`src/design/im2col_pkg.sv`:
```
package im2col_pkg;

  localparam int WORD_W   = 32;   // Bus address and data width
  localparam int DIM_W    = 16;
  localparam int STRIDE_W = 8;
  localparam int PAD_W    = 6;
  localparam int CH_NUM   = 4;    // DMA channels
  localparam int FIFO_DEPTH = 4;  // Descriptor slots

  typedef logic [WORD_W-1:0]         word_t;
  typedef logic [$clog2(CH_NUM)-1:0] ch_idx_t;
  typedef logic [CH_NUM-1:0]         ch_mask_t;

  localparam word_t ELEM_BYTES     = 32'd4;  // 32-bit elements only
  localparam word_t DMA_START_ADDR = 32'h0003_0000;
  localparam word_t DMA_CH_SIZE    = 32'h0000_0100;

  // DMA channel register offsets, listed in load order
  typedef enum logic [WORD_W-1:0] {
    DIMENSIONALITY = 32'h34,
    TOP_PAD        = 32'h3C,
    BOTTOM_PAD     = 32'h40,
    LEFT_PAD       = 32'h48,
    RIGHT_PAD      = 32'h44,
    SRC_PTR        = 32'h00,
    DST_PTR        = 32'h04,
    INC_SRC_D1     = 32'h18,
    INC_SRC_D2     = 32'h1C,
    INC_DST_D1     = 32'h20,
    INC_DST_D2     = 32'h24,
    SIZE_D2        = 32'h10,
    SIZE_D1        = 32'h0C
  } dma_reg_e;

  // One 2D transfer, in elements except for the pointers
  typedef struct packed {
    word_t in_ptr;
    word_t out_ptr;
    word_t inc_src_d2;
    word_t zeros_top;
    word_t zeros_bottom;
    word_t zeros_left;
    word_t zeros_right;
    word_t size_d1;
    word_t size_d2;
  } dma_txn_t;

  typedef enum logic [2:0] {
    P_IDLE,
    P_LIMIT,    // Limit offsets
    P_COORD,    // Image coordinates
    P_ZEROS,    // Pad counts
    P_RUN1,     // Sizes and source index
    P_RUN2,     // Pointer, waits for FIFO room
    P_PUSH,
    P_ADVANCE
  } param_state_e;

  typedef enum logic [3:0] {
    LD_IDLE,
    LD_CLAIM,
    LD_DIM,
    LD_TOP_PAD,
    LD_BOTTOM_PAD,
    LD_LEFT_PAD,
    LD_RIGHT_PAD,
    LD_SRC_PTR,
    LD_DST_PTR,
    LD_INC_SRC_D1,
    LD_INC_SRC_D2,
    LD_INC_DST_D1,
    LD_INC_DST_D2,
    LD_SIZE_D2,
    LD_SIZE_D1,
    LD_POP
  } load_state_e;

endpackage

```
`src/design/im2col_dma_loader.sv`:
```
`timescale 1ns/1ps

module im2col_dma_loader
  import im2col_pkg::*;
(
  input  logic                clk_i,
  input  logic                rst_ni,
  input  logic                fifo_empty_i,
  input  dma_txn_t            txn_i,
  input  logic [STRIDE_W-1:0] stride_d1_i,
  input  logic                any_free_i,
  input  ch_idx_t             free_ch_i,
  input  logic                first_use_i,
  input  logic                bus_rvalid_i,
  output logic                fifo_pop_o,
  output logic                claim_o,
  output logic                bus_req_o,
  output word_t               bus_addr_o,
  output word_t               bus_wdata_o,
  output logic                idle_o
);

  load_state_e state_q, state_d;
  load_state_e next_wr;   // State after the current write
  logic        is_wr;
  logic        pending_q; // Request sent, waiting for rvalid
  ch_idx_t     ch_q;
  dma_reg_e    reg_off;
  word_t       wdata;

  // Register, value and successor of each write state
  always_comb begin
    reg_off = DIMENSIONALITY;
    wdata   = '0;
    next_wr = LD_POP;
    is_wr   = 1'b1;
    case (state_q)
      LD_DIM: begin
        reg_off = DIMENSIONALITY;
        wdata   = 32'd1;  // 2D transfers
        next_wr = LD_TOP_PAD;
      end
      LD_TOP_PAD: begin
        reg_off = TOP_PAD;
        wdata   = txn_i.zeros_top * ELEM_BYTES;
        next_wr = LD_BOTTOM_PAD;
      end
      LD_BOTTOM_PAD: begin
        reg_off = BOTTOM_PAD;
        wdata   = txn_i.zeros_bottom * ELEM_BYTES;
        next_wr = LD_LEFT_PAD;
      end
      LD_LEFT_PAD: begin
        reg_off = LEFT_PAD;
        wdata   = txn_i.zeros_left * ELEM_BYTES;
        next_wr = LD_RIGHT_PAD;
      end
      LD_RIGHT_PAD: begin
        reg_off = RIGHT_PAD;
        wdata   = txn_i.zeros_right * ELEM_BYTES;
        next_wr = LD_SRC_PTR;
      end
      LD_SRC_PTR: begin
        reg_off = SRC_PTR;
        wdata   = txn_i.in_ptr;
        next_wr = LD_DST_PTR;
      end
      LD_DST_PTR: begin
        reg_off = DST_PTR;
        wdata   = txn_i.out_ptr;
        next_wr = LD_INC_SRC_D1;
      end
      LD_INC_SRC_D1: begin
        reg_off = INC_SRC_D1;
        wdata   = word_t'(stride_d1_i) * ELEM_BYTES;
        next_wr = LD_INC_SRC_D2;
      end
      LD_INC_SRC_D2: begin
        reg_off = INC_SRC_D2;
        wdata   = txn_i.inc_src_d2 * ELEM_BYTES;
        next_wr = LD_INC_DST_D1;
      end
      LD_INC_DST_D1: begin
        reg_off = INC_DST_D1;
        wdata   = ELEM_BYTES;  // Output is dense
        next_wr = LD_INC_DST_D2;
      end
      LD_INC_DST_D2: begin
        reg_off = INC_DST_D2;
        wdata   = ELEM_BYTES;
        next_wr = LD_SIZE_D2;
      end
      LD_SIZE_D2: begin
        reg_off = SIZE_D2;
        wdata   = txn_i.size_d2 * ELEM_BYTES;
        next_wr = LD_SIZE_D1;
      end
      LD_SIZE_D1: begin
        reg_off = SIZE_D1;  // Last write, starts the channel
        wdata   = txn_i.size_d1 * ELEM_BYTES;
        next_wr = LD_POP;
      end
      default: is_wr = 1'b0;
    endcase
  end

  always_comb begin
    state_d = state_q;
    case (state_q)
      LD_IDLE:  if (!fifo_empty_i && any_free_i) state_d = LD_CLAIM;
      LD_CLAIM: state_d = first_use_i ? LD_DIM : LD_TOP_PAD;
      LD_POP:   state_d = LD_IDLE;
      default:  if (pending_q && bus_rvalid_i) state_d = next_wr;
    endcase
  end

  always_ff @(posedge clk_i or negedge rst_ni) begin
    if (!rst_ni) begin
      state_q   <= LD_IDLE;
      pending_q <= 1'b0;
    end else begin
      state_q <= state_d;
      if (bus_req_o) begin
        pending_q <= 1'b1;
      end else if (bus_rvalid_i) begin
        pending_q <= 1'b0;
      end
    end
  end

  always_ff @(posedge clk_i) begin
    if (claim_o) ch_q <= free_ch_i;  // Same index the tracker marks busy
  end

  assign claim_o     = (state_q == LD_CLAIM);
  assign fifo_pop_o  = (state_q == LD_POP);
  assign idle_o      = (state_q == LD_IDLE);
  assign bus_req_o   = is_wr && !pending_q;  // One strobe per write
  assign bus_addr_o  = DMA_START_ADDR + word_t'(ch_q) * DMA_CH_SIZE + word_t'(reg_off);
  assign bus_wdata_o = wdata;

endmodule

```
`config.mk`:
```
export PLATFORM = sky130hd
export DESIGN_NAME = im2col_dma_loader
export DESIGN_NICKNAME = d
export VERILOG_FILES = /design/src/design/im2col_pkg.sv /design/src/design/im2col_dma_loader.sv
export SDC_FILE = /design/constraint.sdc
export NUM_CORES = 1
export LEC_CHECK = 0
export BUFFER_PORTS_ARGS = -buffer_cell sky130_fd_sc_hd__clkbuf_2
export CAP_MARGIN = 20
export CORE_AREA = 5 5 140 142
export CTS_CLUSTER_SIZE = 12
export DETAILED_ROUTE_END_ITERATION = 8
export DIE_AREA = 0 0 145 147
export PLACE_DENSITY = 0.61
export SETUP_SLACK_MARGIN = 0.2
export SLEW_MARGIN = 20
export SYNTH_ARGS = -nofsm -noshare
export SYNTH_HDL_FRONTEND = slang
export SYNTH_SLANG_ARGS = --single-unit
```
`constraint.sdc`:
```
create_clock -name clk_i -period 1.6 [get_ports clk_i]
set_input_delay 0 -clock clk_i [delete_from_list [all_inputs] [get_ports clk_i]]
set_output_delay 0 -clock clk_i [all_outputs]
set_load 0.03 [all_outputs]
```
==> summary.md, run 1 <==
| Metric | Value |
|---|---|
| Ys flop type | dfrtp_1 |
| Final slew viol count | 0 |
| Initial antenna violation count | 0 |
| Drt via density | 4.97 |
| Delay-heaviest family, CP | compound AO/OA/AOI/OAI gates |
| CP Class | reg -> out |
| Pwr Density | 2190 mW/mm2 |
| CTS sink count | 7 |
| Net Switching | 7560 uW |
| Placed Instance Area | 0.00558 mm2 |
| Min cycle time layout | 2.07 ns |
| Total power draw | 15400 uW |
| Vias in the first global route | 5693 |
| FF-to-FF setup slack | -0.34 ns |
| Post-synth ARST share | 71.4% |
| Clock power frac | 2.8% |
| Layout cell share with drive strength beyond 1 | 74.4% |
| Setup TNS | -14.26 ns |
| Global-route wire length before repair | 34400 um |
| Grt ovf | 0 |
| Most common cell after layout, fill and taps aside | clkbuf_2 |
| Buf/Inv on CP | 3 |
| Syn Inst Count | 375 |
| Failing checks | setup timing |
| Routed via count | 5272 |
| WP data arrival | 2.07 ns |
| Htree depth | 1 |
| Max VDD drop | 1.31 mV |
| Logic gate share of total power | 94.8% |
| CP startpoint kind | register |
| Total GRT Usage | 20.6% |
| Hold Violations, Final | 0 |
| WL final | 23600 um |
| Ys Warns | 0 |
| CTS Root Buffer Type | clkbuf_16 |
| Initial core utilization | 16.6% |
| Crit-path max FO | 6 |
| Die Y-Extent | 147 um |
| CP Capture Type | output pin |
| Clk_lat worst skew | 0.23 ns |
| Largest stage delay on the critical path | 0.43 ns |
| Total CTS buffers | 3 |
| Max-cap viol count | 0 |
| Avg Inst Size Synth | 8.13 um2 |
| Layout Nets | 1132 |
| Final Cell Area | 0.00705 mm2 |
| Die X | 145 um |
| Slowest-stage cell, CP | dfrtp_2 |
| Detail Route Antenna Nets | 0 |
| Worst setup margin | -0.467 ns |
| Worst Hold Class | in -> async |
| Seq cells post-synth | 7 |
| LEAKAGE | 0.00349 uW |
| Cell Chain, Critical Path | buf_6, and2_4, buf_6, a22o_1, a222oi_1, o221ai_2, clkbuf_8 |
| Worst endpoint required time | 1.60 ns |
| Clock transition at path regs | 0.04 ns |
| Final setup fails | 45 |
| Most frequent CP cell | buf_6 |
| Sequential share of the synthesized area | 6.07% |
| Final setup skew | 0.00338 ns |
| Routed length per instance | 22.3 um |
| Switching Share | 48.9% |
| Synth unique cells | 59 |
| Layout area overhead | 131% |
| TritonCTS clock tree | done |
| Run status | finished, violations left |
| Unrepaired setup endpoints after global routing | true |
| Period utilization | 129% |
| Rows | 50 |
| PortBufs | 332 |
| Post-synth top area share | 11.4% |
| Clock buffer depth | 2 |
| Largest area contributor in the netlist | mux2_2 |
| Commonest non-fill, non-tap cells in the layout | 291 x clkbuf_2, 99 x buf_4, 52 x buf_6 |
| Seq pwr share | 2.3% |
| HPWL Detailed | 19200 um |
| Max Fclk | 484 MHz |
| EDFF count, synth | 2 |
| Die area | 0.0213 mm2 |
| Drc violations | 0 |
| Main area contributors after synthesis | mux2_2 11%, a22o_1 8.9%, buf_4 7.9% |
| Maximum number of pins on one net before global-route repair | 16 |
| Pre-antenna DRT Iters | 5 |
| Iter 0 DRT Violations | 258 |
| Io pins | 372 |
| Netlist Area Pre-Place | 0.00305 mm2 |
| GPL Wtd Cong | 0.908 |
| Internal power | 7890 uW |
| Core area | 0.0183 mm2 |
| ANT cells | 0 |
==> what timing repair did <==
action                                  CTS  global route
hold endpoints to repair                  8             0
endpoints found under the setup margin   48            48
resized for setup                       190            70
cloned                                    3             0
hold buffers                              4             0
setup buffers                            37            15
pin swaps                                59            47
==> kinds of logic after synthesis <==
| family | Yosys count | share of synthesized area, % |
|---|---|---|
| AO/OA/AOI/OAI | 166 | 45.3 |
| other | 2 | 0.246 |
| XOR/XNOR | 1 | 0.287 |
| AND/OR/NAND/NOR | 81 | 14.2 |
| buffers and inverters | 76 | 18.9 |
| flip-flops | 7 | 6.07 |
| multiplexers | 42 | 15.1 |
==> stage by stage <==
stage	setup slack, ns	std cells	util (%)	hold slack, ns
CTS	-0.471	1046	36.7	0.151
global placement	-0.337	998	30.5	-0.161
global route	-0.526	1061	38.5	0.157
finish	-0.467	1061	38.5	0.139
floorplan	-0.0357	398	-	-0.296
detailed placement	-0.313	998	30.5	-0.158
==> power by group through the flow <==
| stage | Sequential (uW) | Clock, uW | Combinational, uW |
|---|---|---|---|
| 3_3_place_gp | 363 | 0 | 10700 |
| 4_1_cts | 359 | 440 | 13700 |
| 3_5_place_dp | 373 | 0 | 10700 |
| 5_1_grt | 367 | 458 | 15400 |
| 2_1_floorplan | 337 | 0 | 6700 |
| 6_report | 360 | 439 | 14600 |
==> final timing paths <==
check                                       startpoint                     end  cells past startpoint
worst max-delay path            state_q[2]$_DFFE_PN0P_         bus_wdata_o[15]                      7
worst min-delay path                            rst_ni  state_q[3]$_DFFE_PN0P_                      2
worst max register to register  state_q[2]$_DFFE_PN0P_  state_q[0]$_DFFE_PN0P_                      9
worst min register to register   pending_q$_DFFE_PN0P_   pending_q$_DFFE_PN0P_                      1
max in group asynchronous                       rst_ni  state_q[0]$_DFFE_PN0P_                      2
min in group clk_i                         first_use_i  state_q[0]$_DFFE_PN0P_                      3
==> routing by layer <==
metal  vias to the layer above  global-route usage (%)  wire length [um]
li1                       2415                       -                 -
met1                      2528                    25.0              9370
met2                       288                    37.8             12100
met3                        41                    2.99              1500
met4                         0                    5.79               710
met5                         -                       0                 0
==> cell usage after synthesis, drive strengths merged (3+ instances only) <==
cell,instances
buf,58
a22o,34
nand2,32
mux2,31
a22oi,25
a32oi,24
a222oi,20
o211ai,15
nor2,13
clkbuf,11
mux2i,11
o221ai,10
o21ai,9
nor2b,7
a32o,6
inv,6
dfrtp,5
a21oi,4
and2,4
o22ai,4
a221oi,3
and3b,3
nand3,3
nand4,3
nor3,3
nor3b,3
==> registers in the layout, indices dropped and copies added, names as in the netlist <==
register / count
ch_q: 2
state_q: 4
pending_q: 1
==> cell type report <==
class                           instances  area [um2]
Tap cell                              234         293
Fill cell                            1836       11300
Multi-Input combinational cell        317        2870
Inverter                                6        25.0
Clock buffer                            4        78.8
Timing Repair Buffer                  493        3590
Sequential cell                         7         190
Note: power is estimated with default switching activity, not from simulation.
==> run 2: changes to the inputs <==
--- a/config.mk
+++ b/config.mk
@@ -8,6 +8,7 @@
 export BUFFER_PORTS_ARGS = -buffer_cell sky130_fd_sc_hd__clkbuf_2
 export CAP_MARGIN = 20
 export CORE_AREA = 5 5 140 142
+export CTS_BUF_LIST = sky130_fd_sc_hd__clkbuf_4 sky130_fd_sc_hd__clkbuf_8 sky130_fd_sc_hd__clkbuf_16
 export CTS_CLUSTER_SIZE = 12
 export DETAILED_ROUTE_END_ITERATION = 8
 export DIE_AREA = 0 0 145 147
==> run 2 against run 1 <==
  * Design area barely moved
  * Clock-buffer cell count unchanged
  * Flip-flop and latch count unchanged
  * Die area did not move
  * Wire length barely moved
  * The flow still finishes with violations (setup timing)
  * Hold slack improved by 0.00088 ns
  * Fmax fell by 0.84%
  * Clock skew is essentially flat
  * Clock power is 4% higher
  * Final cell count is the same
==> summary.md, run 2 (synthesis results as in run 1) <==
| Metric | Value |
|---|---|
| Drc violations | 0 (unchanged) |
| Layout Nets | 1132 (unchanged) |
| CP Capture Type | output pin |
| Commonest non-fill, non-tap cells in the layout | 291 x clkbuf_2, 100 x buf_4, 51 x buf_6 |
| Worst endpoint required time | 1.60 ns (about the same) |
| Pre-antenna DRT Iters | 6 (+1) |
| Rows | 50 (unchanged) |
| TritonCTS clock tree | done |
| Largest Register | state_q |
| Pre-CTS setup slack | -0.313 ns (unchanged) |
| Htree depth | 1 (unchanged) |
| Global-route wire length before repair | 34400 um (about the same) |
| Routed length per instance | 22.3 um (about the same) |
| Run status | finished, violations left |
| Die X | 145 um (unchanged) |
| CTS Root Buffer Type | clkbuf_16 |
| Detail Route Antenna Nets | 0 (unchanged) |
| Die area | 0.0213 mm2 (unchanged) |
| Total GRT Usage | 20.6% (unchanged) |
| Initial core utilization | 16.6% (unchanged) |
| Layout cell share with drive strength beyond 1 | 74.6% (+0.24 points) |
| CP Class | reg -> out |
| Routed via count | 5264 (-0.15%) |
| Initial antenna violation count | 0 (unchanged) |
| WHS | 0.140 ns (+0.000875 ns) |
| Total CTS buffers | 3 (unchanged) |
| Total power draw | 15400 uW (about the same) |
| Die Y-Extent | 147 um (unchanged) |
| Clk_lat worst skew | 0.23 ns (about the same) |
| Grt ovf | 0 (unchanged) |
| Unrepaired setup endpoints after global routing | true |
| Worst setup margin | -0.485 ns (-0.0176 ns) |
| GPL Wtd Cong | 0.908 (unchanged) |
| Core area | 0.0183 mm2 (unchanged) |
| Io pins | 372 (unchanged) |
| ANT cells | 0 (unchanged) |
| Final setup skew | 0.00337 ns (-0.00000812 ns) |
| Pwr Density | 2190 mW/mm2 (about the same) |
| Final slew viol count | 0 (unchanged) |
| Most common cell after layout, fill and taps aside | clkbuf_2 |
| Maximum number of pins on one net before global-route repair | 16 (unchanged) |
| WL final | 23600 um (about the same) |
| Max FFs per register | 4 (unchanged) |
| Max Fclk | 480 MHz (-0.84%) |
| Period utilization | 130% (+1.1 points) |
| LEAKAGE | 0.00349 uW (about the same) |
| WP data arrival | 2.08 ns (about the same) |
| Max-cap viol count | 0 (unchanged) |
| CTS sink count | 7 (unchanged) |
| HPWL Detailed | 19200 um (unchanged) |
| Worst Hold Class | in -> async |
| Largest registers | state_q (4), ch_q (2), pending_q (1) |
| Setup TNS | -14.39 ns (-0.130 ns) |
| Crit-path max FO | 6 (unchanged) |
| Vias in the first global route | 5709 (+0.28%) |
| Clock buffer depth | 2 (unchanged) |
| Hold Violations, Final | 0 (unchanged) |
| Failing checks | setup timing |
| Final setup fails | 45 (unchanged) |
| PortBufs | 332 (unchanged) |
| CP startpoint kind | register |
| Min cycle time layout | 2.08 ns (+0.0176 ns) |
| Max VDD drop | 1.31 mV (-0.20%) |
| Drt via density | 4.96 (-0.15%) |
| Layout area overhead | 131% (about the same) |
| Iter 0 DRT Violations | 264 (+2.3%) |
| Clock transition at path regs | 0.04 ns (about the same) |
| # fillers | 1837 (+0.054%) |
[run 2: worst paths after layout]
check	startpoint	end	slack, ns	depth (start not counted)
max	state_q[2]$_DFFE_PN0P_	bus_wdata_o[15]	-0.48	7
min	rst_ni	state_q[3]$_DFFE_PN0P_	0.14	2
max reg2reg	state_q[2]$_DFFE_PN0P_	state_q[0]$_DFFE_PN0P_	-0.35	9
min reg2reg	pending_q$_DFFE_PN0P_	pending_q$_DFFE_PN0P_	0.57	1
max in group asynchronous	rst_ni	state_q[0]$_DFFE_PN0P_	1.29	2
min in group clk_i	first_use_i	state_q[0]$_DFFE_PN0P_	0.14	3
[run 2: layout make-up]
| type | count | area [um2] | share of cell area, % |
|---|---|---|---|
| tap | 234 | 293 | 4.16 |
| multi-input combinational | 317 | 2870 | 40.8 |
| sequential | 7 | 190 | 2.70 |
| clock buffer | 4 | 82.6 | 1.17 |
| inverter | 6 | 25.0 | 0.355 |
| timing repair buffer | 493 | 3580 | 50.8 |
[run 2: stage by stage]
step | cell area [um2] | utilization, % | instances
2_1_floorplan | 3300 | - | 398
3_3_place_gp | 5580 | 30.5 | 998
3_5_place_dp | 5580 | 30.5 | 998
4_1_cts | 6720 | 36.7 | 1046
5_1_grt | 7050 | 38.4 | 1061
6_report | 7050 | 38.4 | 1061
[run 2: power by group]
part	switching [uW]	total, uW	internal (uW)
Clock	107	457	350
Sequential	89.0	360	271
Combinational	7350	14600	7260
[run 2: critical path: stages (launching register included)]
cell	delay, ns
dfrtp_2	0.43
buf_6	0.13
and2_4	0.18
buf_6	0.15
a22o_1	0.21
a222oi_1	0.38
o221ai_2	0.18
clkbuf_8	0.19
[run 2: layer usage]
layer  vias up  part of all wire, %  GRT usage (%)
met5         -                    0              0
met4         0                  3.0           5.98
met3        41                  6.3           3.02
met2       292                   51           37.8
met1      2514                   40           24.9
li1       2417                    -              -
[run 2: timing repair]
action	in CTS	in global routing
gates cloned	3	0
setup buffers	37	15
hold buffers	4	0
endpoints found under the hold margin	8	0
setup endpoints to repair	48	48
pin swaps	59	45
gates resized for setup	190	68
