<file path="config.mk">
export PLATFORM = sky130hd
export DESIGN_NAME = im2col_txn_fifo
export DESIGN_NICKNAME = d
export VERILOG_FILES = /design/src/design/im2col_pkg.sv /design/src/design/im2col_txn_fifo.sv
export SDC_FILE = /design/constraint.sdc
export NUM_CORES = 1
export LEC_CHECK = 0
export BUFFER_PORTS_ARGS = -buffer_cell sky130_fd_sc_hd__buf_2
export CAP_MARGIN = 10
export CORE_ASPECT_RATIO = 1.75
export CORE_MARGIN = 2
export CORE_UTILIZATION = 30
export CTS_CLUSTER_SIZE = 10
export DETAILED_ROUTE_END_ITERATION = 8
export HOLD_SLACK_MARGIN = 0.06
export PLACE_DENSITY = 0.46
export SETUP_SLACK_MARGIN = 0.3
export SLEW_MARGIN = 20
export SYNTH_ARGS = -nofsm -noshare
export SYNTH_HDL_FRONTEND = slang
export SYNTH_SLANG_ARGS = --single-unit
</file>
<file path="constraint.sdc">
create_clock -name clk_i -period 19.3 [get_ports clk_i]
set_clock_uncertainty 0.15 [all_clocks]
set_input_delay 3.86 -clock clk_i [delete_from_list [all_inputs] [get_ports clk_i]]
set_output_delay 3.86 -clock clk_i [all_outputs]
set_load 0.01 [all_outputs]
</file>
<file path="src/design/im2col_pkg.sv">
package im2col_pkg;

  localparam int WORD_W   = 32;   // Bus address and data width
  localparam int DIM_W    = 16;
  localparam int STRIDE_W = 8;
  localparam int PAD_W    = 6;
  localparam int CH_NUM   = 4;    // DMA channels
  localparam int FIFO_DEPTH = 4;  // Descriptor slots

  typedef logic [WORD_W-1:0]         word_t;
  typedef logic [$clog2(CH_NUM)-1:0] ch_idx_t;
  typedef logic [CH_NUM-1:0]         ch_mask_t;

  localparam word_t ELEM_BYTES     = 32'd4;  // 32-bit elements only
  localparam word_t DMA_START_ADDR = 32'h0003_0000;
  localparam word_t DMA_CH_SIZE    = 32'h0000_0100;

  // DMA channel register offsets, listed in load order
  typedef enum logic [WORD_W-1:0] {
    DIMENSIONALITY = 32'h34,
    TOP_PAD        = 32'h3C,
    BOTTOM_PAD     = 32'h40,
    LEFT_PAD       = 32'h48,
    RIGHT_PAD      = 32'h44,
    SRC_PTR        = 32'h00,
    DST_PTR        = 32'h04,
    INC_SRC_D1     = 32'h18,
    INC_SRC_D2     = 32'h1C,
    INC_DST_D1     = 32'h20,
    INC_DST_D2     = 32'h24,
    SIZE_D2        = 32'h10,
    SIZE_D1        = 32'h0C
  } dma_reg_e;

  // One 2D transfer, in elements except for the pointers
  typedef struct packed {
    word_t in_ptr;
    word_t out_ptr;
    word_t inc_src_d2;
    word_t zeros_top;
    word_t zeros_bottom;
    word_t zeros_left;
    word_t zeros_right;
    word_t size_d1;
    word_t size_d2;
  } dma_txn_t;

  typedef enum logic [2:0] {
    P_IDLE,
    P_LIMIT,    // Limit offsets
    P_COORD,    // Image coordinates
    P_ZEROS,    // Pad counts
    P_RUN1,     // Sizes and source index
    P_RUN2,     // Pointer, waits for FIFO room
    P_PUSH,
    P_ADVANCE
  } param_state_e;

  typedef enum logic [3:0] {
    LD_IDLE,
    LD_CLAIM,
    LD_DIM,
    LD_TOP_PAD,
    LD_BOTTOM_PAD,
    LD_LEFT_PAD,
    LD_RIGHT_PAD,
    LD_SRC_PTR,
    LD_DST_PTR,
    LD_INC_SRC_D1,
    LD_INC_SRC_D2,
    LD_INC_DST_D1,
    LD_INC_DST_D2,
    LD_SIZE_D2,
    LD_SIZE_D1,
    LD_POP
  } load_state_e;

endpackage

</file>
<file path="src/design/im2col_txn_fifo.sv">
`timescale 1ns/1ps

module im2col_txn_fifo
  import im2col_pkg::*;
(
  input  logic     clk_i,
  input  logic     rst_ni,
  input  logic     push_i,
  input  dma_txn_t data_i,
  input  logic     pop_i,
  output dma_txn_t data_o,
  output logic     full_o,
  output logic     empty_o
);

  logic [$clog2(FIFO_DEPTH)-1:0] wr_ptr_q, rd_ptr_q;
  logic [$clog2(FIFO_DEPTH):0]   count_q;
  logic                          do_push, do_pop;
  dma_txn_t                      mem_q [FIFO_DEPTH];

  assign do_push = push_i && !full_o;
  assign do_pop  = pop_i && !empty_o;

  always_ff @(posedge clk_i or negedge rst_ni) begin
    if (!rst_ni) begin
      wr_ptr_q <= '0;
      rd_ptr_q <= '0;
      count_q  <= '0;
    end else begin
      if (do_push) wr_ptr_q <= wr_ptr_q + 1'b1;  // Wraps at depth
      if (do_pop) rd_ptr_q <= rd_ptr_q + 1'b1;
      if (do_push && !do_pop) begin
        count_q <= count_q + 1'b1;
      end else if (do_pop && !do_push) begin
        count_q <= count_q - 1'b1;
      end
    end
  end

  always_ff @(posedge clk_i) begin
    if (do_push) mem_q[wr_ptr_q] <= data_i;
  end

  assign data_o  = mem_q[rd_ptr_q];  // Head shown without a pop
  assign full_o  = (count_q == FIFO_DEPTH);
  assign empty_o = (count_q == '0);

endmodule

</file>
==> results of run 1 <==
placed cells by master, fill, tap and decap left out:
| cell | Yosys | routed |
|---|---|---|
| and2_4 | 0 | 4 |
| buf_16 | 0 | 3 |
| buf_2 | 28 | 581 |
| buf_4 | 18 | 24 |
| buf_6 | 11 | 3 |
| bufinv_16 | 0 | 1 |
| clkbuf_1 | 5 | 13 |
| clkbuf_16 | 0 | 136 |
| clkinv_1 | 0 | 3 |
| clkinv_16 | 0 | 5 |
| clkinv_2 | 0 | 2 |
| clkinv_4 | 0 | 1 |
| clkinv_8 | 0 | 2 |
| dfrtp_1 | 7 | 5 |
| dfrtp_4 | 0 | 2 |
| diode_2 | 0 | 10 |
| edfxtp_1 | 1152 | 1152 |
| fa_1 | 1 | 1 |
| ha_1 | 5 | 5 |
| inv_1 | 4 | 4 |
| inv_16 | 0 | 5 |
| inv_6 | 0 | 4 |
| mux2_1 | 1 | 1 |
| mux2_2 | 1 | 1 |
| mux4_2 | 288 | 288 |
| nand2_1 | 1 | 1 |
| nand3_1 | 1 | 1 |
| nor2_1 | 1 | 1 |
| nor2b_1 | 1 | 1 |
| nor3b_1 | 1 | 1 |
| or3_1 | 1 | 1 |
| xnor2_1 | 4 | 4 |
| xor2_1 | 2 | 2 |
area by class of cell:
class / instances / share of cell area, %
diodes: 10 / 0.0492
clock buffers: 149 / 6.79
clock inverters: 23 / 0.743
inverters: 4 / 0.0295
multi-input cells: 312 / 13.2
flip-flops and latches: 1159 / 68.4
well taps: 1830 / 4.50
repair buffers: 611 / 6.30
stage by stage:
| step | instance area [um^2] | utilization [%] | hold WS [ps] | total power, W |
|---|---|---|---|---|
| global placement | 46900 | 33.8 | 315 | 0.00584 |
| floorplan | 41900 | - | 297 | 0.00506 |
| global route | 50800 | 36.6 | 354 | 0.00841 |
| detailed placement | 46900 | 33.8 | 318 | 0.00588 |
| finish | 50900 | 36.6 | 323 | 0.00801 |
| CTS | 50800 | 36.6 | 326 | 0.00819 |
routing by layer:
layer | GRT usage, % | wire length, um | up-vias
met5 | 0 | 346 | -
met3 | 6.33 | 10200 | 194
met4 | 4.90 | 2380 | 54
li1 | - | - | 8046
met1 | 15.9 | 37100 | 9947
met2 | 21.3 | 46200 | 623
state kept, by name (all words and copies together) (netlist names):
register and flops:
rd_ptr_q 2, mem_q 1152, count_q 3, wr_ptr_q 2
power groups by stage:
stage	Clock [W]	Sequential (W)	Combinational (W)
floorplan	0	0.00360	0.00146
global placement	0	0.00351	0.00233
detailed placement	0	0.00354	0.00234
CTS	0.00235	0.00349	0.00235
global route	0.00243	0.00352	0.00245
finish	0.00227	0.00348	0.00226
logic make-up (layout without fill, tap and decap cells):
| kind of cell | after synthesis | after routing | share of synthesized area [%] |
|---|---|---|---|
| AND/OR/NAND/NOR | 10 | 10 | 0.137 |
| XOR/XNOR | 6 | 6 | 0.125 |
| adder cells (fa/ha/maj) | 6 | 6 | 0.197 |
| buffers and inverters | 69 | 787 | 1.06 |
| multiplexers | 290 | 290 | 15.5 |
| flip-flops | 1159 | 1159 | 83.0 |
| other | 0 | 10 | 0 |
path summary, 6_finish.rpt:
check                           endpoint  depth (start not counted)         from  slack, ps
setup / recovery             data_o[249]                          5  rd_ptr_q[0]      10410
hold / removal                count_q[2]                          1   count_q[2]        320
setup reg to reg           mem_q[0][280]                          6   count_q[2]      15250
hold reg to reg               count_q[2]                          1   count_q[2]        320
max in group asynchronous    rd_ptr_q[0]                          1       rst_ni      15960
min in group asynchronous    rd_ptr_q[1]                          1       rst_ni       2820
==> impl_metrics.json, run 1 <==
{
  "powerDensity_nw_per_um2": 157,
  "crit_chain": "buf_4 > buf_6 > buf_4 > mux4_2 > buf_2",
  "crit_slowest_cell": "dfrtp_4",
  "mappedNetlistArea_um2": 41900,
  "hpwl_mm": 58.6,
  "die_h_um": 498,
  "end_kind": "output pin",
  "path_buf_inv": 4,
  "p_switching_w": 0.00241,
  "wirelength_mm": 96.2,
  "yosysSeqAreaShare_pct": 83.0,
  "ys_top_cells_by_count": "edfxtp_1, mux4_2, buf_2",
  "grt-ovfl-total": 0,
  "crit_type": "reg -> out",
  "slew_headroom_pct": 25.4,
  "combPwrFrac_pct": 28.2,
  "syn-num-nets": 1838,
  "hp-class": "reg -> reg",
  "antenna_found_initial": 40,
  "instances_no_fill": 4098,
  "power.share.clock_pct": 28.3,
  "synth_cells": 1540,
  "drc": 0,
  "core_um2": 139000,
  "routedWlPerCell_um": 23.5,
  "die_w_um": 287,
  "swShare_pct": 30.1,
  "grt_pass1_wl_mm": 141,
  "cts_tree": "done",
  "dp.cells": 3914,
  "worst_pin_slew_ps": 1120,
  "async_reset_ff_share_pct": 0.604,
  "fp.dieArea_um2": 143000,
  "n_fill_cell": 12683,
  "ant_nets": 0,
  "period_needed_ps": 8890,
  "initial_core_util_pct": 30.2,
  "synth_edf_count": 1152,
  "fin_ws_ps": 10410,
  "row_count": 181,
  "pwr-share-seq_pct": 43.4,
  "drv_cap": 0,
  "drive_above_1_share_pct": 47.0,
  "cts-root-buf": "clkbuf_16",
  "synth-seq-cells": 1159,
  "regArea_um2": 34800,
  "areaGrowthSynthToFinish_pct": 21.3,
  "max_stage_delay_ps": 900,
  "num-nets-final": 2522,
  "critical-path-top-delay-family": "buffers and inverters",
  "grtUsageTotal_pct": 13.5,
  "cp.arrival_ps": 4880,
  "fin_crit_sh_pct": 46.0,
  "num_vias": 18864,
  "multiInputGateArea_um2": 6710,
  "synth.area.top_cells": "edfxtp_1, mux4_2, dfrtp_1",
  "grt_max_degree": 67,
  "leakagePower_nw": 16.9,
  "crit_path_frequent_cell": "buf_4",
  "hold_buffers": 0,
  "clock_sinks": 1159,
  "cts_setup_buffers": 0,
  "ir_worst_vdd_mv": 0.0874,
  "synth_top_area_cell": "edfxtp_1",
  "fmax_mhz": 113,
  "hold_violations": 0,
  "finalSetupViolations": 0,
  "insertion_delay_ps": 750,
  "ios": 582,
  "htreeDepth": 4,
  "cts_resized": 0,
  "p_int_w": 0.00559,
  "firstDrtPassIters": 5,
  "ys_types": 22,
  "synth_top_area_share_pct": 82.5,
  "finalSetupTns_ps": 0,
  "outcome": "finished, final reports clean",
  "grt_pass1_vias": 20906,
  "clk_pin_slew_ps": 50,
  "io_buffers": 581,
  "dpl_worst_slack_ps": 10680,
  "clk_path_buf_depth": 3,
  "avgSynthCellArea_um2": 27.2,
  "drt_iter0_drc": 1034,
  "cts_buffers": 136,
  "synth.most_common_cell": "edfxtp_1",
  "crit_path_max_fanout": 50,
  "gp_congestion": 0.706,
  "rsz0062_at_grt": "false",
  "cp.required_ps": 15290,
  "ys.flop_type": "edfxtp_1",
  "maxSlewViolCount": 0,
  "worst_setup_path_start_kind": "flop",
  "vias_per_cell": 4.60,
  "ys.warnings.count": 0
}
Power figures use the tool's default switching activity.
==> inputs of run 2 (changes only) <==
==> constraint.sdc (replaced) <==
create_clock -name clk_i -period 8.85 [get_ports clk_i]
set_clock_uncertainty 0.15 [all_clocks]
set_input_delay 1.77 -clock clk_i [delete_from_list [all_inputs] [get_ports clk_i]]
set_output_delay 1.77 -clock clk_i [all_outputs]
set_load 0.01 [all_outputs]
==> run 2 against run 1 <==
- core utilization is essentially flat
- final area is essentially flat
- hold slack gained 17 ps
- via count grew 0.41%
- final cell count shrank 0.22%
- die area is the same
- largest cell class unchanged
- sequential cell count is the same
- count of clock-buffer cells in the layout grew 5
- power grew 120%
- combinational power grew 120%
- critical path depth shrank 2
==> impl_metrics.json, run 2 (synthesized netlist as in run 1, its figures left out) <==
{
  "cts-root-buf": "clkbuf_16",
  "cp.arrival_ps": 3420,
  "largest_reg_flops": 1152,
  "vias_per_cell": 4.63,
  "antenna_found_initial": 35,
  "cp.required_ps": 6930,
  "ant_nets": 0,
  "crit_slowest_cell": "dfrtp_4",
  "rsz0062_at_grt": "false",
  "clk_path_buf_depth": 3,
  "drv_cap": 0,
  "grtUsageTotal_pct": 13.4,
  "row_count": 181,
  "initial_core_util_pct": 30.2,
  "n_fill_cell": 12746,
  "ff2ff_setup_slack_ps": 5710,
  "final_cell_mix": "edfxtp_1, buf_2, mux4_2",
  "die_w_um": 287,
  "drive_above_1_share_pct": 46.8,
  "hold_violations": 0,
  "largestRegisters": "mem_q (1152), count_q (3)",
  "crit_chain": "buf_12 > mux4_2 > buf_2",
  "drc": 0,
  "cts_buffers": 136,
  "hpwl_mm": 57.7,
  "routedWlPerCell_um": 23.5,
  "finalSetupTns_ps": 0,
  "hold_buffers": 0,
  "grt_max_degree": 111,
  "core_um2": 139000,
  "clock_sinks": 1159,
  "fin_crit_sh_pct": 60.3,
  "final_common_cell": "edfxtp_1",
  "clk_pin_slew_ps": 50,
  "ios": 582,
  "worst_setup_path_start_kind": "flop",
  "finalSetupViolations": 0,
  "fin_ws_ps": 3510,
  "outcome": "finished, final reports clean",
  "regArea_um2": 34800,
  "regMostFlops": "mem_q",
  "num-nets-final": 2515,
  "htreeDepth": 4,
  "cts_setup_buffers": 0,
  "max_stage_delay_ps": 960,
  "die_h_um": 498,
  "grt_pass1_wl_mm": 141,
  "areaGrowthSynthToFinish_pct": 21.3,
  "insertion_delay_ps": 730,
  "maxSlewViolCount": 0,
  "cts_resized": 0,
  "slew_headroom_pct": 28.6,
  "firstDrtPassIters": 5,
  "crit_path_max_fanout": 100,
  "end_kind": "output pin",
  "grt-ovfl-total": 0,
  "crit_type": "reg -> out",
  "dpl_worst_slack_ps": 4180,
  "wirelength_mm": 96.2,
  "ir_worst_vdd_mv": 0.219,
  "period_needed_ps": 5340,
  "powerDensity_nw_per_um2": 344,
  "io_buffers": 581,
  "drt_iter0_drc": 1053,
  "leakagePower_nw": 16.9,
  "fp.dieArea_um2": 143000,
  "num_vias": 18941,
  "gp_congestion": 0.702,
  "grt_pass1_vias": 20997,
  "multiInputGateArea_um2": 6710,
  "hp-class": "reg -> reg",
  "fmax_mhz": 187,
  "cts_tree": "done",
  "worst_pin_slew_ps": 1070
}
-- run 2: path summary, 6_finish.rpt --
check | end | cells after the start | startpoint
min in group asynchronous | count_q[0] | 1 | rst_ni
worst max register to register | mem_q[0][170] | 5 | count_q[2]
worst max-delay path | data_o[195] | 3 | rd_ptr_q[0]
worst min-delay path | count_q[2] | 1 | count_q[2]
worst min register to register | count_q[2] | 1 | count_q[2]
max in group asynchronous | rd_ptr_q[1] | 1 | rst_ni
-- run 2: worst max-delay path, delay by kind of cell, from the launching register on --
| kind | cells | cell delay (ps) |
|---|---|---|
| buffers and inverters | 2 | 760 |
| multiplexers | 1 | 630 |
| flip-flops | 1 | 960 |
-- run 2: per-layer routing --
metal,routed length (um),vias to the layer above,GRT usage [%]
li1,-,8033,-
met3,9520,197,5.67
met2,47300,666,21.8
met4,2840,48,5.49
met5,299,-,0
met1,36200,9997,15.6
-- run 2: layout make-up --
cell class,instances,share of cell area [%]
sequential,1159,68.4
multi-input combinational,312,13.2
clock buffer,154,6.91
timing repair buffer,604,6.31
tap,1830,4.50
clock inverter,19,0.588
antenna,7,0.0345
inverter,4,0.0295
-- run 2: per-stage QoR --
stage	total power [W]	hold WS, ps	cells	area, um^2	util (%)
after floorplan	0.0108	297	1540	41900	-
after global placement	0.0128	312	3909	47000	33.9
after detailed placement	0.0129	337	3909	47000	33.9
after CTS	0.0179	347	4082	50800	36.6
after global routing	0.0184	369	4087	50800	36.6
final	0.0175	340	4089	50800	36.6
-- run 2: power by group --
group	internal, W	switching, W
Clock	0.00286	0.00208
Combinational	0.00213	0.00286
Sequential	0.00726	0.000287
==> inputs of run 3 (changes only) <==
--- a/config.mk
+++ b/config.mk
@@ -13,7 +13,7 @@
 export CTS_CLUSTER_SIZE = 10
 export DETAILED_ROUTE_END_ITERATION = 8
 export HOLD_SLACK_MARGIN = 0.06
-export PLACE_DENSITY = 0.46
+export PLACE_DENSITY = 0.48
 export SETUP_SLACK_MARGIN = 0.3
 export SLEW_MARGIN = 20
 export SYNTH_ARGS = -nofsm -noshare
==> constraint.sdc (replaced) <==
create_clock -name clk_i -period 4.5 [get_ports clk_i]
set_clock_uncertainty 0.15 [all_clocks]
set_input_delay 0.9 -clock clk_i [delete_from_list [all_inputs] [get_ports clk_i]]
set_output_delay 0.9 -clock clk_i [all_outputs]
set_load 0.01 [all_outputs]
==> run 3 against run 2 <==
- non-clock buffer count increased by 41
- routed wire length increased by 3.4%
- die area unchanged
- combinational power increased by 110%
- final area increased by 0.95%
- power increased by 98%
- core utilization increased by 0.35 points
- critical endpoint is now data_o[244]
- largest power group unchanged
- highest routed layer unchanged
==> impl_metrics.json, run 3 (synthesized netlist as in run 1, its figures left out) <==
{
  "drt_iter0_drc": 990,
  "grt-ovfl-total": 0,
  "core_um2": 139000,
  "grt_pass1_wl_mm": 145,
  "num_vias": 19059,
  "slew_headroom_pct": 35.4,
  "cts_setup_buffers": 0,
  "leakagePower_nw": 17.1,
  "largestRegisters": "mem_q (1152), count_q (3)",
  "outcome": "finished, final reports clean",
  "cts_buffers": 135,
  "ios": 582,
  "die_h_um": 498,
  "drc": 0,
  "regMostFlops": "mem_q",
  "cts-root-buf": "clkbuf_16",
  "cp.required_ps": 3450,
  "regArea_um2": 34800,
  "worst_pin_slew_ps": 969,
  "hpwl_mm": 64.0,
  "htreeDepth": 4,
  "grt_max_degree": 76,
  "die_w_um": 287,
  "drv_cap": 0,
  "fin_area_um2": 51300,
  "total_power_w": 0.0346,
  "drive_above_1_share_pct": 47.8,
  "rsz0062_at_grt": "false",
  "period_needed_ps": 3860,
  "maxSlewViolCount": 0,
  "r2r_start": "count_q[2]",
  "ff2ff_setup_slack_ps": 1690,
  "antenna_found_initial": 36,
  "dpl_worst_slack_ps": 1160,
  "finalSetupViolations": 0,
  "fp.dieArea_um2": 143000,
  "fin_crit_sh_pct": 85.8,
  "routedWlPerCell_um": 24.1,
  "n_fill_cell": 12646,
  "crit_path_max_fanout": 24,
  "cp.arrival_ps": 2810,
  "areaGrowthSynthToFinish_pct": 22.4,
  "ant_nets": 0,
  "cts_tree": "done",
  "hp-class": "in -> reg",
  "multiInputGateArea_um2": 6710,
  "holdPathEnd": "mem_q[2][287]",
  "clk_pin_slew_ps": 50,
  "insertion_delay_ps": 720,
  "largest_reg_flops": 1152,
  "holdPathStages": 1,
  "vias_per_cell": 4.62,
  "row_count": 181,
  "worstRegToRegCells": 4,
  "wl_met1_mm": 36.6,
  "clock_sinks": 1159,
  "worst_setup_path_start_kind": "flop",
  "wl_met3_mm": 9.06,
  "wirelength_mm": 99.5,
  "hold_violations": 0,
  "end_kind": "output pin",
  "grt_pass1_vias": 21316,
  "met2_length_mm": 50.4,
  "placed_area_um2": 47600,
  "min_from": "data_i[287]",
  "topRoutingLayerUsed": "met5",
  "crit_type": "reg -> out",
  "fmax_mhz": 259,
  "gp_congestion": 0.717,
  "num-nets-final": 2555,
  "io_buffers": 581,
  "timing.rr.end": "mem_q[0][43]",
  "firstDrtPassIters": 5,
  "clk_path_buf_depth": 3,
  "grtUsageTotal_pct": 13.9,
  "fin_ws_ps": 639,
  "ir_worst_vdd_mv": 0.408,
  "initial_core_util_pct": 30.2,
  "powerDensity_nw_per_um2": 675,
  "final_common_cell": "edfxtp_1",
  "final_cell_mix": "edfxtp_1, buf_2, mux4_2"
}
run 3: cell count changes in the layout (fill, tap and decap cells not counted), moves of 3 or more:
cell,change
buf_12,+24
buf_4,+17
clkbuf_1,-7
diode_2,+4
inv_6,+3
run 3: area by class of cell:
type | instances | area share (%)
Antenna cell | 11 | 0.0536
Clock buffer | 145 | 6.70
Clock inverter | 17 | 0.466
Inverter | 4 | 0.0293
Multi-Input combinational cell | 312 | 13.1
Sequential cell | 1159 | 67.8
Tap cell | 1830 | 4.46
Timing Repair Buffer | 645 | 7.44
run 3: where the power goes:
part | switching (W) | internal, W
Sequential | 0.000576 | 0.0142
Clock | 0.00405 | 0.00541
Combinational | 0.00580 | 0.00454
run 3: worst max-delay path, cell delays in order (launching register included):
cell	delay, ps
dfrtp_4	790
buf_12	260
buf_12	230
mux4_2	580
buf_2	170
run 3: per-stage QoR:
stage | utilization (%) | instances | TNS (ps) | hold WS [ps]
CTS | 36.9 | 4112 | 0 | 135
global route | 37.0 | 4117 | 0 | 174
floorplan | - | 1540 | -1034550 | 297
global placement | 34.3 | 3949 | 0 | 320
detailed placement | 34.3 | 3949 | 0 | 324
finish | 37.0 | 4123 | 0 | 214
run 3: worst max-delay path by stage:
| stage | startpoint | end | slack [ps] | cells past startpoint |
|---|---|---|---|---|
| after CTS | rd_ptr_q[0] | data_o[244] | 440 | 4 |
| after global placement | push_i | mem_q[0][67] | 1220 | 4 |
| final | rd_ptr_q[0] | data_o[244] | 640 | 4 |
| after global routing | rd_ptr_q[0] | data_o[244] | 450 | 4 |
| after floorplan | push_i | mem_q[0][0] | -900 | 3 |
| after detailed placement | push_i | mem_q[0][47] | 1160 | 4 |
run 3: what timing repair did:
item / in CTS / in global routing
gates resized for setup: 0 / 0
hold endpoints to repair: 7 / 0
hold buffers: 1 / 0
run 3: per-layer routing:
| layer | vias up | track usage (%) |
|---|---|---|
| li1 | 8105 | - |
| met1 | 10066 | 15.4 |
| met2 | 627 | 23.6 |
| met3 | 213 | 5.59 |
| met4 | 48 | 5.65 |
| met5 | - | 0 |
